--- config.mk ---
export PLATFORM = sky130hd
export DESIGN_NAME = arcade_io_top
export DESIGN_NICKNAME = d
export VERILOG_FILES = /design/src/design/arcade_pkg.sv /design/src/design/wb_config_regs.sv /design/src/design/stick_quantizer.sv /design/src/design/control_mapper.sv /design/src/design/blank_gen.sv /design/src/design/arcade_io_top.sv
export VERILOG_INCLUDE_DIRS = /design/src /design/src/design
export SDC_FILE = /design/constraint.sdc
export NUM_CORES = 1
export LEC_CHECK = 0
export ABC_AREA = 1
export ABC_CLOCK_PERIOD_IN_PS = 2550
export BUFFER_PORTS_ARGS = -buffer_cell sky130_fd_sc_hd__buf_2
export CELL_PAD_IN_SITES_DETAIL_PLACEMENT = 1
export CELL_PAD_IN_SITES_GLOBAL_PLACEMENT = 1
export CORE_ASPECT_RATIO = 0.6
export CORE_MARGIN = 2
export CORE_UTILIZATION = 26
export CTS_CLUSTER_SIZE = 30
export DETAILED_ROUTE_END_ITERATION = 12
export PLACE_DENSITY_LB_ADDON = 0.1
export SLEW_MARGIN = 10
export SYNTH_ARGS = -nofsm -noshare
export SYNTH_HDL_FRONTEND = slang
export SYNTH_SLANG_ARGS = --single-unit
--- constraint.sdc ---
create_clock -name clk_sys -period 2.55 [get_ports clk_sys]
set_clock_uncertainty 0.2 [all_clocks]
set_input_delay 0.6375 -clock clk_sys [delete_from_list [all_inputs] [get_ports clk_sys]]
set_output_delay 0.6375 -clock clk_sys [all_outputs]
set_load 0.005 [all_outputs]
--- src/design/arcade_consts.svh ---
// Constants for the arcade cabinet I/O block.
// Include wherever register addresses, game codes or timing limits are needed.
`ifndef ARCADE_CONSTS_SVH
`define ARCADE_CONSTS_SVH

// Wishbone word addresses
`define REG_GAME 2'd0
`define REG_OPT 2'd1
`define REG_DIP 2'd2

// Game selection codes
`define GAME_ROBOTRON 8'd0
`define GAME_JOUST 8'd1
`define GAME_BUBBLES 8'd3
`define GAME_SINISTAR 8'd6
`define GAME_PLAYBALL 8'd7

// Blanking limits, horizontal in half pixel counts and vertical in lines
`define HBLANK_START 10'd336
`define HBLANK_END 10'd40
`define VBLANK_START 11'd254
`define VBLANK_END 11'd14

// Analog stick band thresholds and the centred code
`define STICK_T1 32
`define STICK_T2 64
`define STICK_T3 96
`define STICK_CENTER 4'd7

`endif

--- src/design/arcade_pkg.sv ---
// Shared types for the arcade cabinet I/O block.
// Referenced with scoped names by the RTL and the testbench.
`include "arcade_consts.svh"

package arcade_pkg;

	// Supported games, other codes map to released buses
	typedef enum logic [7:0]
	{
		game_robotron = `GAME_ROBOTRON,
		game_joust    = `GAME_JOUST,
		game_bubbles  = `GAME_BUBBLES,
		game_sinistar = `GAME_SINISTAR,
		game_playball = `GAME_PLAYBALL
	} game_e;

	// One player's digital pad, active high, right in bit 0
	typedef struct packed
	{
		logic spare;
		logic autoup;
		logic advance;
		logic coin;
		logic start2;
		logic start1;
		logic fire_f;
		logic fire_e;
		logic fire_d;
		logic fire_c;
		logic fire_b;
		logic fire_a;
		logic up;
		logic down;
		logic left;
		logic right;
	} pad_t;

	// Analog stick, x in the low byte
	typedef struct packed
	{
		logic signed [7:0] y;
		logic signed [7:0] x;
	} stick_t;

	typedef struct packed
	{
		logic [5:0] rsvd;
		logic       twin_stick;
		logic       fire_move;
	} opt_t;

	////////////////////////////////////////////////////////////
	// Wishbone classic bundles

	typedef struct packed
	{
		logic       cyc;
		logic       stb;
		logic       we;
		logic [1:0] adr;
		logic [7:0] dat;
	} wb_req_t;

	typedef struct packed
	{
		logic       ack;
		logic [7:0] dat;
	} wb_rsp_t;

	////////////////////////////////////////////////////////////
	// Cabinet side

	// ja, jb and the sinistar buttons are active low
	typedef struct packed
	{
		logic [7:0] ja;
		logic [7:0] jb;
		logic [2:0] btn;
		logic [7:0] sw;
		logic       sin_fire;
		logic       sin_bomb;
	} cab_ctrl_t;

	typedef struct packed
	{
		game_e      game;
		opt_t       opt;
		logic [7:0] dip;
	} cfg_t;

endpackage

--- src/design/wb_config_regs.sv ---
// Configuration registers behind a Wishbone classic slave.
// Holds game code, control options and the first DIP byte for the control mapper.
`include "arcade_consts.svh"

module wb_config_regs
(
	input  logic                clk_sys,
	input  logic                rst_n,
	input  arcade_pkg::wb_req_t wb_req,
	output arcade_pkg::wb_rsp_t wb_rsp,
	output arcade_pkg::cfg_t    cfg
);

	logic [7:0]       game_q;
	arcade_pkg::opt_t opt_q;
	logic [7:0]       dip_q;
	logic             ack_q;
	logic [7:0]       rdat_q;
	logic             req_seen;

	// A request is taken only while no ack is pending, so ack stays one cycle wide
	assign req_seen = wb_req.cyc & wb_req.stb & ~ack_q;

	always_ff @(posedge clk_sys or negedge rst_n)
	begin
		if (!rst_n)
		begin
			game_q <= '0;
			opt_q  <= '0;
			dip_q  <= '0;
			ack_q  <= 1'b0;
			rdat_q <= '0;
		end
		else
		begin
			ack_q <= req_seen;
			if (req_seen && wb_req.we)
			begin
				case (wb_req.adr)
					`REG_GAME: game_q <= wb_req.dat;
					`REG_OPT:  opt_q  <= arcade_pkg::opt_t'(wb_req.dat);
					`REG_DIP:  dip_q  <= wb_req.dat;
					default: ;
				endcase
			end
			if (req_seen && !wb_req.we)
			begin
				case (wb_req.adr)
					`REG_GAME: rdat_q <= game_q;
					`REG_OPT:  rdat_q <= opt_q;
					`REG_DIP:  rdat_q <= dip_q;
					default:   rdat_q <= '0;
				endcase
			end
		end
	end

	assign wb_rsp = '{ack: ack_q, dat: rdat_q};

	assign cfg = '{game: arcade_pkg::game_e'(game_q), opt: opt_q, dip: dip_q};

	// Single cycle ack, even when the master keeps stb high into the ack cycle
	ack_single_cycle: assert property (
		@(posedge clk_sys) disable iff (!rst_n)
		wb_rsp.ack |=> !wb_rsp.ack
	);

endmodule

--- src/design/stick_quantizer.sv ---
// Analog stick to eight position code conversion for the twin stick game.
// Purely combinational, codes are 7 when the stick sits in the dead zone.
`include "arcade_consts.svh"

module stick_quantizer
(
	input  arcade_pkg::stick_t stick,
	output logic [3:0]         x_code,
	output logic [3:0]         y_code
);

	logic signed [8:0] x_ext;
	logic signed [8:0] y_neg;

	// Band lookup for the X axis
	function automatic logic [3:0] band(input logic signed [8:0] v);
		if (v < -`STICK_T3)
			return 4'd0;
		else if (v < -`STICK_T2)
			return 4'd4;
		else if (v < -`STICK_T1)
			return 4'd6;
		else if (v > `STICK_T3)
			return 4'd8;
		else if (v > `STICK_T2)
			return 4'd9;
		else if (v > `STICK_T1)
			return 4'd11;
		else
			return `STICK_CENTER;
	endfunction

	// Y uses the mirrored table, so negate with one extra bit to keep -128 exact
	assign x_ext = {stick.x[7], stick.x};
	assign y_neg = -{stick.y[7], stick.y};

	assign x_code = band(x_ext);
	assign y_code = band(y_neg);

endmodule

--- src/design/control_mapper.sv ---
// Maps two players' pads and the active analog stick onto the cabinet buses.
// Outputs are registered, one clock after any pad, stick or config change.
`include "arcade_consts.svh"

module control_mapper
(
	input  logic                  clk_sys,
	input  logic                  rst_n,
	input  arcade_pkg::pad_t      pad1,
	input  arcade_pkg::pad_t      pad2,
	input  arcade_pkg::stick_t    stick1,
	input  arcade_pkg::stick_t    stick2,
	input  arcade_pkg::cfg_t      cfg,
	output arcade_pkg::cab_ctrl_t cab,
	output logic                  landscape
);

	arcade_pkg::pad_t      m;
	arcade_pkg::stick_t    stick_sel;
	arcade_pkg::cab_ctrl_t cab_d;
	logic                  p2_q;
	logic                  p2_d;
	logic                  landscape_d;
	logic [3:0]            ax;
	logic [3:0]            ay;
	logic [3:0]            dx;
	logic [3:0]            dy;
	logic [3:0]            hi_nib;
	logic [3:0]            lo_nib;

	// Direction nibble in cabinet order
	function automatic logic [3:0] rldu(input arcade_pkg::pad_t p);
		return {p.right, p.left, p.down, p.up};
	endfunction

	assign m = pad1 | pad2;

	////////////////////////////////////////////////////////////
	// Player tracking

	// Player 1 wins when both pads move in the same cycle
	always_comb
	begin
		if (|pad1)
			p2_d = 1'b0;
		else if (|pad2)
			p2_d = 1'b1;
		else
			p2_d = p2_q;
	end

	assign stick_sel = p2_d ? stick2 : stick1;

	stick_quantizer stick_quantizer_i
	(
		.stick  (stick_sel),
		.x_code (ax),
		.y_code (ay)
	);

	// Digital fallback for a centred stick
	assign dx = m.left ? 4'd0 : (m.right ? 4'd8 : `STICK_CENTER);
	assign dy = m.down ? 4'd0 : (m.up ? 4'd8 : `STICK_CENTER);

	////////////////////////////////////////////////////////////
	// Per game mapping

	assign lo_nib = cfg.opt.twin_stick ? rldu(pad1) : rldu(m);
	assign hi_nib = cfg.opt.twin_stick ? rldu(pad2) :
	                cfg.opt.fire_move  ? rldu(m)    :
	                {m.fire_a, m.fire_d, m.fire_b, m.fire_c};

	always_comb
	begin
		cab_d.sw       = cfg.dip | {6'b000000, m.advance, m.autoup};
		cab_d.sin_fire = ~m.fire_a;
		cab_d.sin_bomb = ~m.fire_b;
		cab_d.btn      = '0;
		cab_d.ja       = '1;
		cab_d.jb       = '1;
		landscape_d    = 1'b1;

		case (cfg.game)
			arcade_pkg::game_robotron:
			begin
				cab_d.btn = {m.start1, m.start2, m.coin};
				cab_d.ja  = ~{hi_nib, lo_nib};
				cab_d.jb  = ~{hi_nib, lo_nib};
			end
			arcade_pkg::game_joust:
			begin
				cab_d.btn = {m.start2, m.start1, m.coin};
				cab_d.ja  = ~{5'b00000, pad1.fire_a, pad1.right, pad1.left};
				cab_d.jb  = ~{5'b00000, pad2.fire_a, pad2.right, pad2.left};
			end
			arcade_pkg::game_bubbles:
			begin
				cab_d.btn = {m.start2, m.start1, m.coin};
				cab_d.ja  = ~{4'b0000, rldu(m)};
				cab_d.jb  = ~{4'b0000, rldu(m)};
			end
			arcade_pkg::game_sinistar:
			begin
				landscape_d = 1'b0;
				cab_d.btn   = {m.start1, m.start2, m.coin};
				cab_d.ja    = ~{(ax == `STICK_CENTER) ? dx : ax, (ay == `STICK_CENTER) ? dy : ay};
				cab_d.jb    = cab_d.ja;
			end
			arcade_pkg::game_playball:
			begin
				landscape_d = 1'b0;
				cab_d.btn   = {2'b00, m.coin};
				cab_d.ja    = ~{4'b0000, m.start2, m.right, m.left, m.start1};
				cab_d.jb    = cab_d.ja;
			end
			default: ;
		endcase
	end

	always_ff @(posedge clk_sys or negedge rst_n)
	begin
		if (!rst_n)
		begin
			p2_q      <= 1'b0;
			cab       <= '{ja: '1, jb: '1, btn: '0, sw: '0, sin_fire: 1'b1, sin_bomb: 1'b1};
			landscape <= 1'b1;
		end
		else
		begin
			p2_q      <= p2_d;
			cab       <= cab_d;
			landscape <= landscape_d;
		end
	end

	// Only joust drives the two joystick ports separately
	shared_ports: assert property (
		@(posedge clk_sys) disable iff (!rst_n)
		(cfg.game != arcade_pkg::game_joust) |=> (cab.ja == cab.jb)
	);

endmodule

--- src/design/blank_gen.sv ---
// Rebuilds horizontal and vertical blanking from the game core's sync pulses.
// Also derives the pixel clock enable from the pixel counter.
`include "arcade_consts.svh"

module blank_gen
(
	input  logic clk_sys,
	input  logic rst_n,
	input  logic hsync,
	input  logic vsync,
	output logic hblank,
	output logic vblank,
	output logic ce_pix
);

	logic [10:0] pcnt;
	logic [10:0] lcnt;
	logic [10:0] lcnt_d;
	logic        hs_q;
	logic        vs_q;
	logic        hs_rise;

	assign hs_rise = hsync & ~hs_q;

	// vsync is only looked at on hsync edges, new frame when it rose in between
	assign lcnt_d = (vsync & ~vs_q) ? 11'd0 : ((&lcnt) ? lcnt : lcnt + 11'd1);

	always_ff @(posedge clk_sys or negedge rst_n)
	begin
		if (!rst_n)
		begin
			pcnt   <= '0;
			lcnt   <= '0;
			hs_q   <= 1'b0;
			vs_q   <= 1'b0;
			hblank <= 1'b0;
			vblank <= 1'b0;
		end
		else
		begin
			hs_q <= hsync;
			if (hs_rise)
			begin
				pcnt <= '0;
				lcnt <= lcnt_d;
				vs_q <= vsync;
				// Vertical blanking moves together with the line count
				if (lcnt_d == `VBLANK_START)
					vblank <= 1'b1;
				else if (lcnt_d == `VBLANK_END)
					vblank <= 1'b0;
			end
			else if (!(&pcnt))
				pcnt <= pcnt + 11'd1;

			if (pcnt[10:1] == `HBLANK_START)
				hblank <= 1'b1;
			else if (pcnt[10:1] == `HBLANK_END)
				hblank <= 1'b0;
		end
	end

	assign ce_pix = pcnt[0];

	vblank_on_line_edge: assert property (
		@(posedge clk_sys) disable iff (!rst_n)
		$changed(vblank) |-> $past(hs_rise)
	);

endmodule

--- src/design/arcade_io_top.sv ---
// Top level of the cabinet I/O block.
// Host config over Wishbone, pad mapping to cabinet buses and blanking rebuild.

module arcade_io_top
(
	input  logic                  clk_sys,
	input  logic                  rst_n,
	input  arcade_pkg::wb_req_t   wb_req,
	output arcade_pkg::wb_rsp_t   wb_rsp,
	input  arcade_pkg::pad_t      pad1,
	input  arcade_pkg::pad_t      pad2,
	input  arcade_pkg::stick_t    stick1,
	input  arcade_pkg::stick_t    stick2,
	input  logic                  hsync,
	input  logic                  vsync,
	output arcade_pkg::cab_ctrl_t cab,
	output logic                  landscape,
	output logic                  hblank,
	output logic                  vblank,
	output logic                  ce_pix
);

	arcade_pkg::cfg_t cfg;

	wb_config_regs wb_config_regs_i
	(
		.clk_sys (clk_sys),
		.rst_n   (rst_n),
		.wb_req  (wb_req),
		.wb_rsp  (wb_rsp),
		.cfg     (cfg)
	);

	control_mapper control_mapper_i
	(
		.clk_sys   (clk_sys),
		.rst_n     (rst_n),
		.pad1      (pad1),
		.pad2      (pad2),
		.stick1    (stick1),
		.stick2    (stick2),
		.cfg       (cfg),
		.cab       (cab),
		.landscape (landscape)
	);

	blank_gen blank_gen_i
	(
		.clk_sys (clk_sys),
		.rst_n   (rst_n),
		.hsync   (hsync),
		.vsync   (vsync),
		.hblank  (hblank),
		.vblank  (vblank),
		.ce_pix  (ce_pix)
	);

endmodule

==> flow_metrics.tcl <==
set metrics [dict create \
    critPathMaxFanout 10 \
    antenna_found_initial 0 \
    syn_inst 591 \
    cpMaxStageDelayCell "nor2_1" \
    wl_met1_um 8220 \
    hp-class "in -> async" \
    crit_top_cell "nand2_1" \
    ys_ff_latch 85 \
    swShare_pct 30.5 \
    pre_cts_ws_ns -0.208 \
    ys_types 48 \
    ys_warn_count 0 \
    via_per_inst 4.63 \
    postCtsSetupRepairBufs 0 \
    maxSlewViolCount 0 \
    grt_pass1_wl_um 24700 \
    worstMarginPinSlew_ns 0.987 \
    final_core_util_pct 34.9 \
    area_growth_pct 30.6 \
    rsz0062_at_grt "no" \
    cts-buffers-inserted 9 \
    num_rows 37 \
    syn_nets 674 \
    pwr_density_cell_nw_per_um2 691 \
    cts_sinks 85 \
    critical_path_arrival_ns 2.42 \
    postCtsHoldBufs 0 \
    maxSlewHeadroom_pct 33.7 \
    cp.required_ns 2.61 \
    cts_tree "done" \
    path_class "in -> reg" \
    outcome "finished clean" \
    crit_chain "buf_2, nor2_1, and2_1, nand2_1, nor2_4, nand2_8, inv_4, nand2_1, nand2_1, inv_1, nand3_1, nand3_2, nor2_2, nand2_1, nand3_1, nand2_1" \
    async_flop_share_pct 100 \
    wl_met3_um 631 \
    fin_cells 979 \
    yosysSeqAreaShare_pct 46.7 \
    multiInputGateArea_sq_um 2110 \
    p_switching_mw 1.27 \
    gr-total-overflow 0 \
    wl_met2_um 6300 \
    wl_um 15300 \
    hold_viol_final 0 \
    core_area_sq_um 17200 \
    max_stage_delay_ns 0.22 \
    grt_max_degree 41 \
    synth-main-ff-cell "dfrtp_1" \
    syn-cell-area_sq_um 4600 \
    maxCapViolCount 0 \
    power.leakage_nw 2.98 \
    dp_hpwl_um 12200 \
    finalCritPeriodShare_pct 92.6 \
    track_usage_pct 16.9 \
    first_pass_iters 4 \
    htreeDepth 3 \
    n_antenna_cell 0 \
    synth_area_per_cell_sq_um 7.78 \
    power_frac_comb_pct 22.2 \
    internal_power_mw 2.88 \
    dieArea_sq_um 18800 \
    fin_nets 823 \
    ctsLongestPathBuffers 2 \
    clk_latency_ns 0.34 \
    nFillCells 2142 \
    fin_ws_ns 0.187 \
    start_kind "input port" \
    grt_pass1_vias 4648 \
    die_w_um 176 \
    dieHeight_um 107 \
    placed_cells 963 \
    p_clk_share_pct 33.8 \
    ir_drop_mv 0.244 \
    clock-root-buffer "clkbuf_16" \
    numPortBuffers 122 \
    drive_gt1_share_pct 29.9 \
    finalWeightedCongestion 0.807 \
    drc 0 \
    p_seq_share_pct 44.0 \
    synth_edf_count 0 \
    register_area_sq_um 2140 \
    max_freq_mhz 423 \
    post-route-min-period_ns 2.36 \
    drt_iter0_drc 289 \
    path_clk_slew_ns 0.07 \
    highest_layer "met4" \
    ant_nets 0 \
    end_kind "flop" \
    via_count 4532 \
    setup_viol 0 \
    start_util_pct 26.7 \
    io_pins 123 \
    wl_per_cell_um 15.6 \
]
## cells in the mapped netlist, types with 8 or more instances
cell type,n,share of area (%)
dfrtp_1,71,39
nor3_1,17,1.9
nand2_1,146,12
mux2_2,8,2.0
nor2_1,67,5.5
o21ai_0,50,5.4
dfstp_2,14,8.0
nand4_1,9,1.2
clkbuf_1,9,0.73
a21oi_1,17,1.9
inv_1,65,5.3
nand3_1,43,4.7
## final timing paths
path                       slack [ns]                  startpoint  cells past startpoint                        to
min in group clk_sys             0.21   wb_config_regs_i.dip_q[2]                      0   control_mapper_i.cab[4]
max in group asynchronous        1.45                       rst_n                      2  control_mapper_i.cab[25]
min                              0.08                       rst_n                      1   control_mapper_i.cab[7]
max reg2reg                      0.20  wb_config_regs_i.game_q[6]                      9  control_mapper_i.cab[14]
max                              0.19                     pad1[4]                     16  control_mapper_i.cab[26]
min reg2reg                      0.21   wb_config_regs_i.dip_q[2]                      0   control_mapper_i.cab[4]
## cells by family (layout without fill, tap and decap cells)
kind of cell	count (synthesis)	in the layout	share of synthesized area [%]
AOI/OAI and AO/OA	92	92	11.5
adders and majority gates	2	2	0.544
and+or+nand+nor	314	314	31.1
muxes	8	8	1.96
DFF	85	85	46.7
xor gates and xnor gates	3	3	0.572
buffers and inverters	87	241	7.65
## worst max-delay path: cells and delay by family
| family | cells | cell delay, ns |
|---|---|---|
| buf+inv | 3 | 0.25 |
| simple gates | 13 | 1.53 |
## sequential cells by signal, summed over array words and instances, names as in the netlist
name	cells
blank_gen_i.hblank	1
blank_gen_i.hs_q	1
blank_gen_i.lcnt	11
blank_gen_i.pcnt	11
blank_gen_i.vblank	1
blank_gen_i.vs_q	1
control_mapper_i.cab	24
control_mapper_i.landscape	1
control_mapper_i.p2_q	1
wb_config_regs_i.ack_q	1
wb_config_regs_i.cfg	8
wb_config_regs_i.dip_q	8
wb_config_regs_i.game_q	8
wb_config_regs_i.rdat_q	8
## per-layer routing
layer,up-vias,GRT usage (%)
met5,-,0
met4,0,3.01
met3,7,3.76
met2,72,23.8
met1,2217,26.2
li1,2236,-
## cell type report
type / count / share of cell area [%]
inverters: 72 / 4.54
flip-flops and latches: 85 / 35.7
clock inverters: 4 / 0.875
clock buffers: 12 / 4.44
multi-input cells: 419 / 35.1
well taps: 234 / 4.88
repair buffers: 153 / 14.5
## what timing repair did
| action | CTS | global route |
|---|---|---|
| gates resized for setup | 0 | 1 |
| endpoints found under the setup margin | 0 | 1 |
| hold endpoints to repair | 0 | 0 |
## cell usage in the layout (no fill, tap or decap), drive strengths merged
cell and count:
o211ai 2, o21ai 55, mux2 8, nor3 19
clkinv 2, or2 3, o22ai 2, nand3b 1
nor3b 3, xor2 2, o21bai 3, xnor2 1
o211a 2, bufinv 1, inv 73, nand2 152
nand4 9, ha 2, a21o 1, or3 3
nor4 3, a211oi 2, nand3 49, and2 1
a2111oi 1, a21oi 17, clkbuf 12, a32o 1
dfrtp 71, dfstp 14, buf 153, o311ai 2
a31oi 1, a221o 1, nor2 71, a221oi 2
## power by group through the flow
stage                     Clock (mW)  Combinational (mW)  Sequential (mW)
after CTS                       1.46               0.941             1.83
final                           1.40               0.922             1.83
after global placement             0               0.907             1.84
after floorplan                    0               0.505             1.80
after global routing            1.51                1.05             1.87
after detailed placement           0               0.935             1.85
## through the flow
stage                     area, sq um  setup TNS [ns]  power [mW]  hold WS [ns]
after global routing             6010               0        4.44         0.114
after CTS                        6000               0        4.23         0.110
after global placement           5680          -0.809        2.75         0.192
after floorplan                  4600               0        2.31         0.142
final                            6010               0        4.15        0.0793
after detailed placement         5680           -1.43        2.79         0.198
Note: power is estimated with default switching activity, not from simulation.
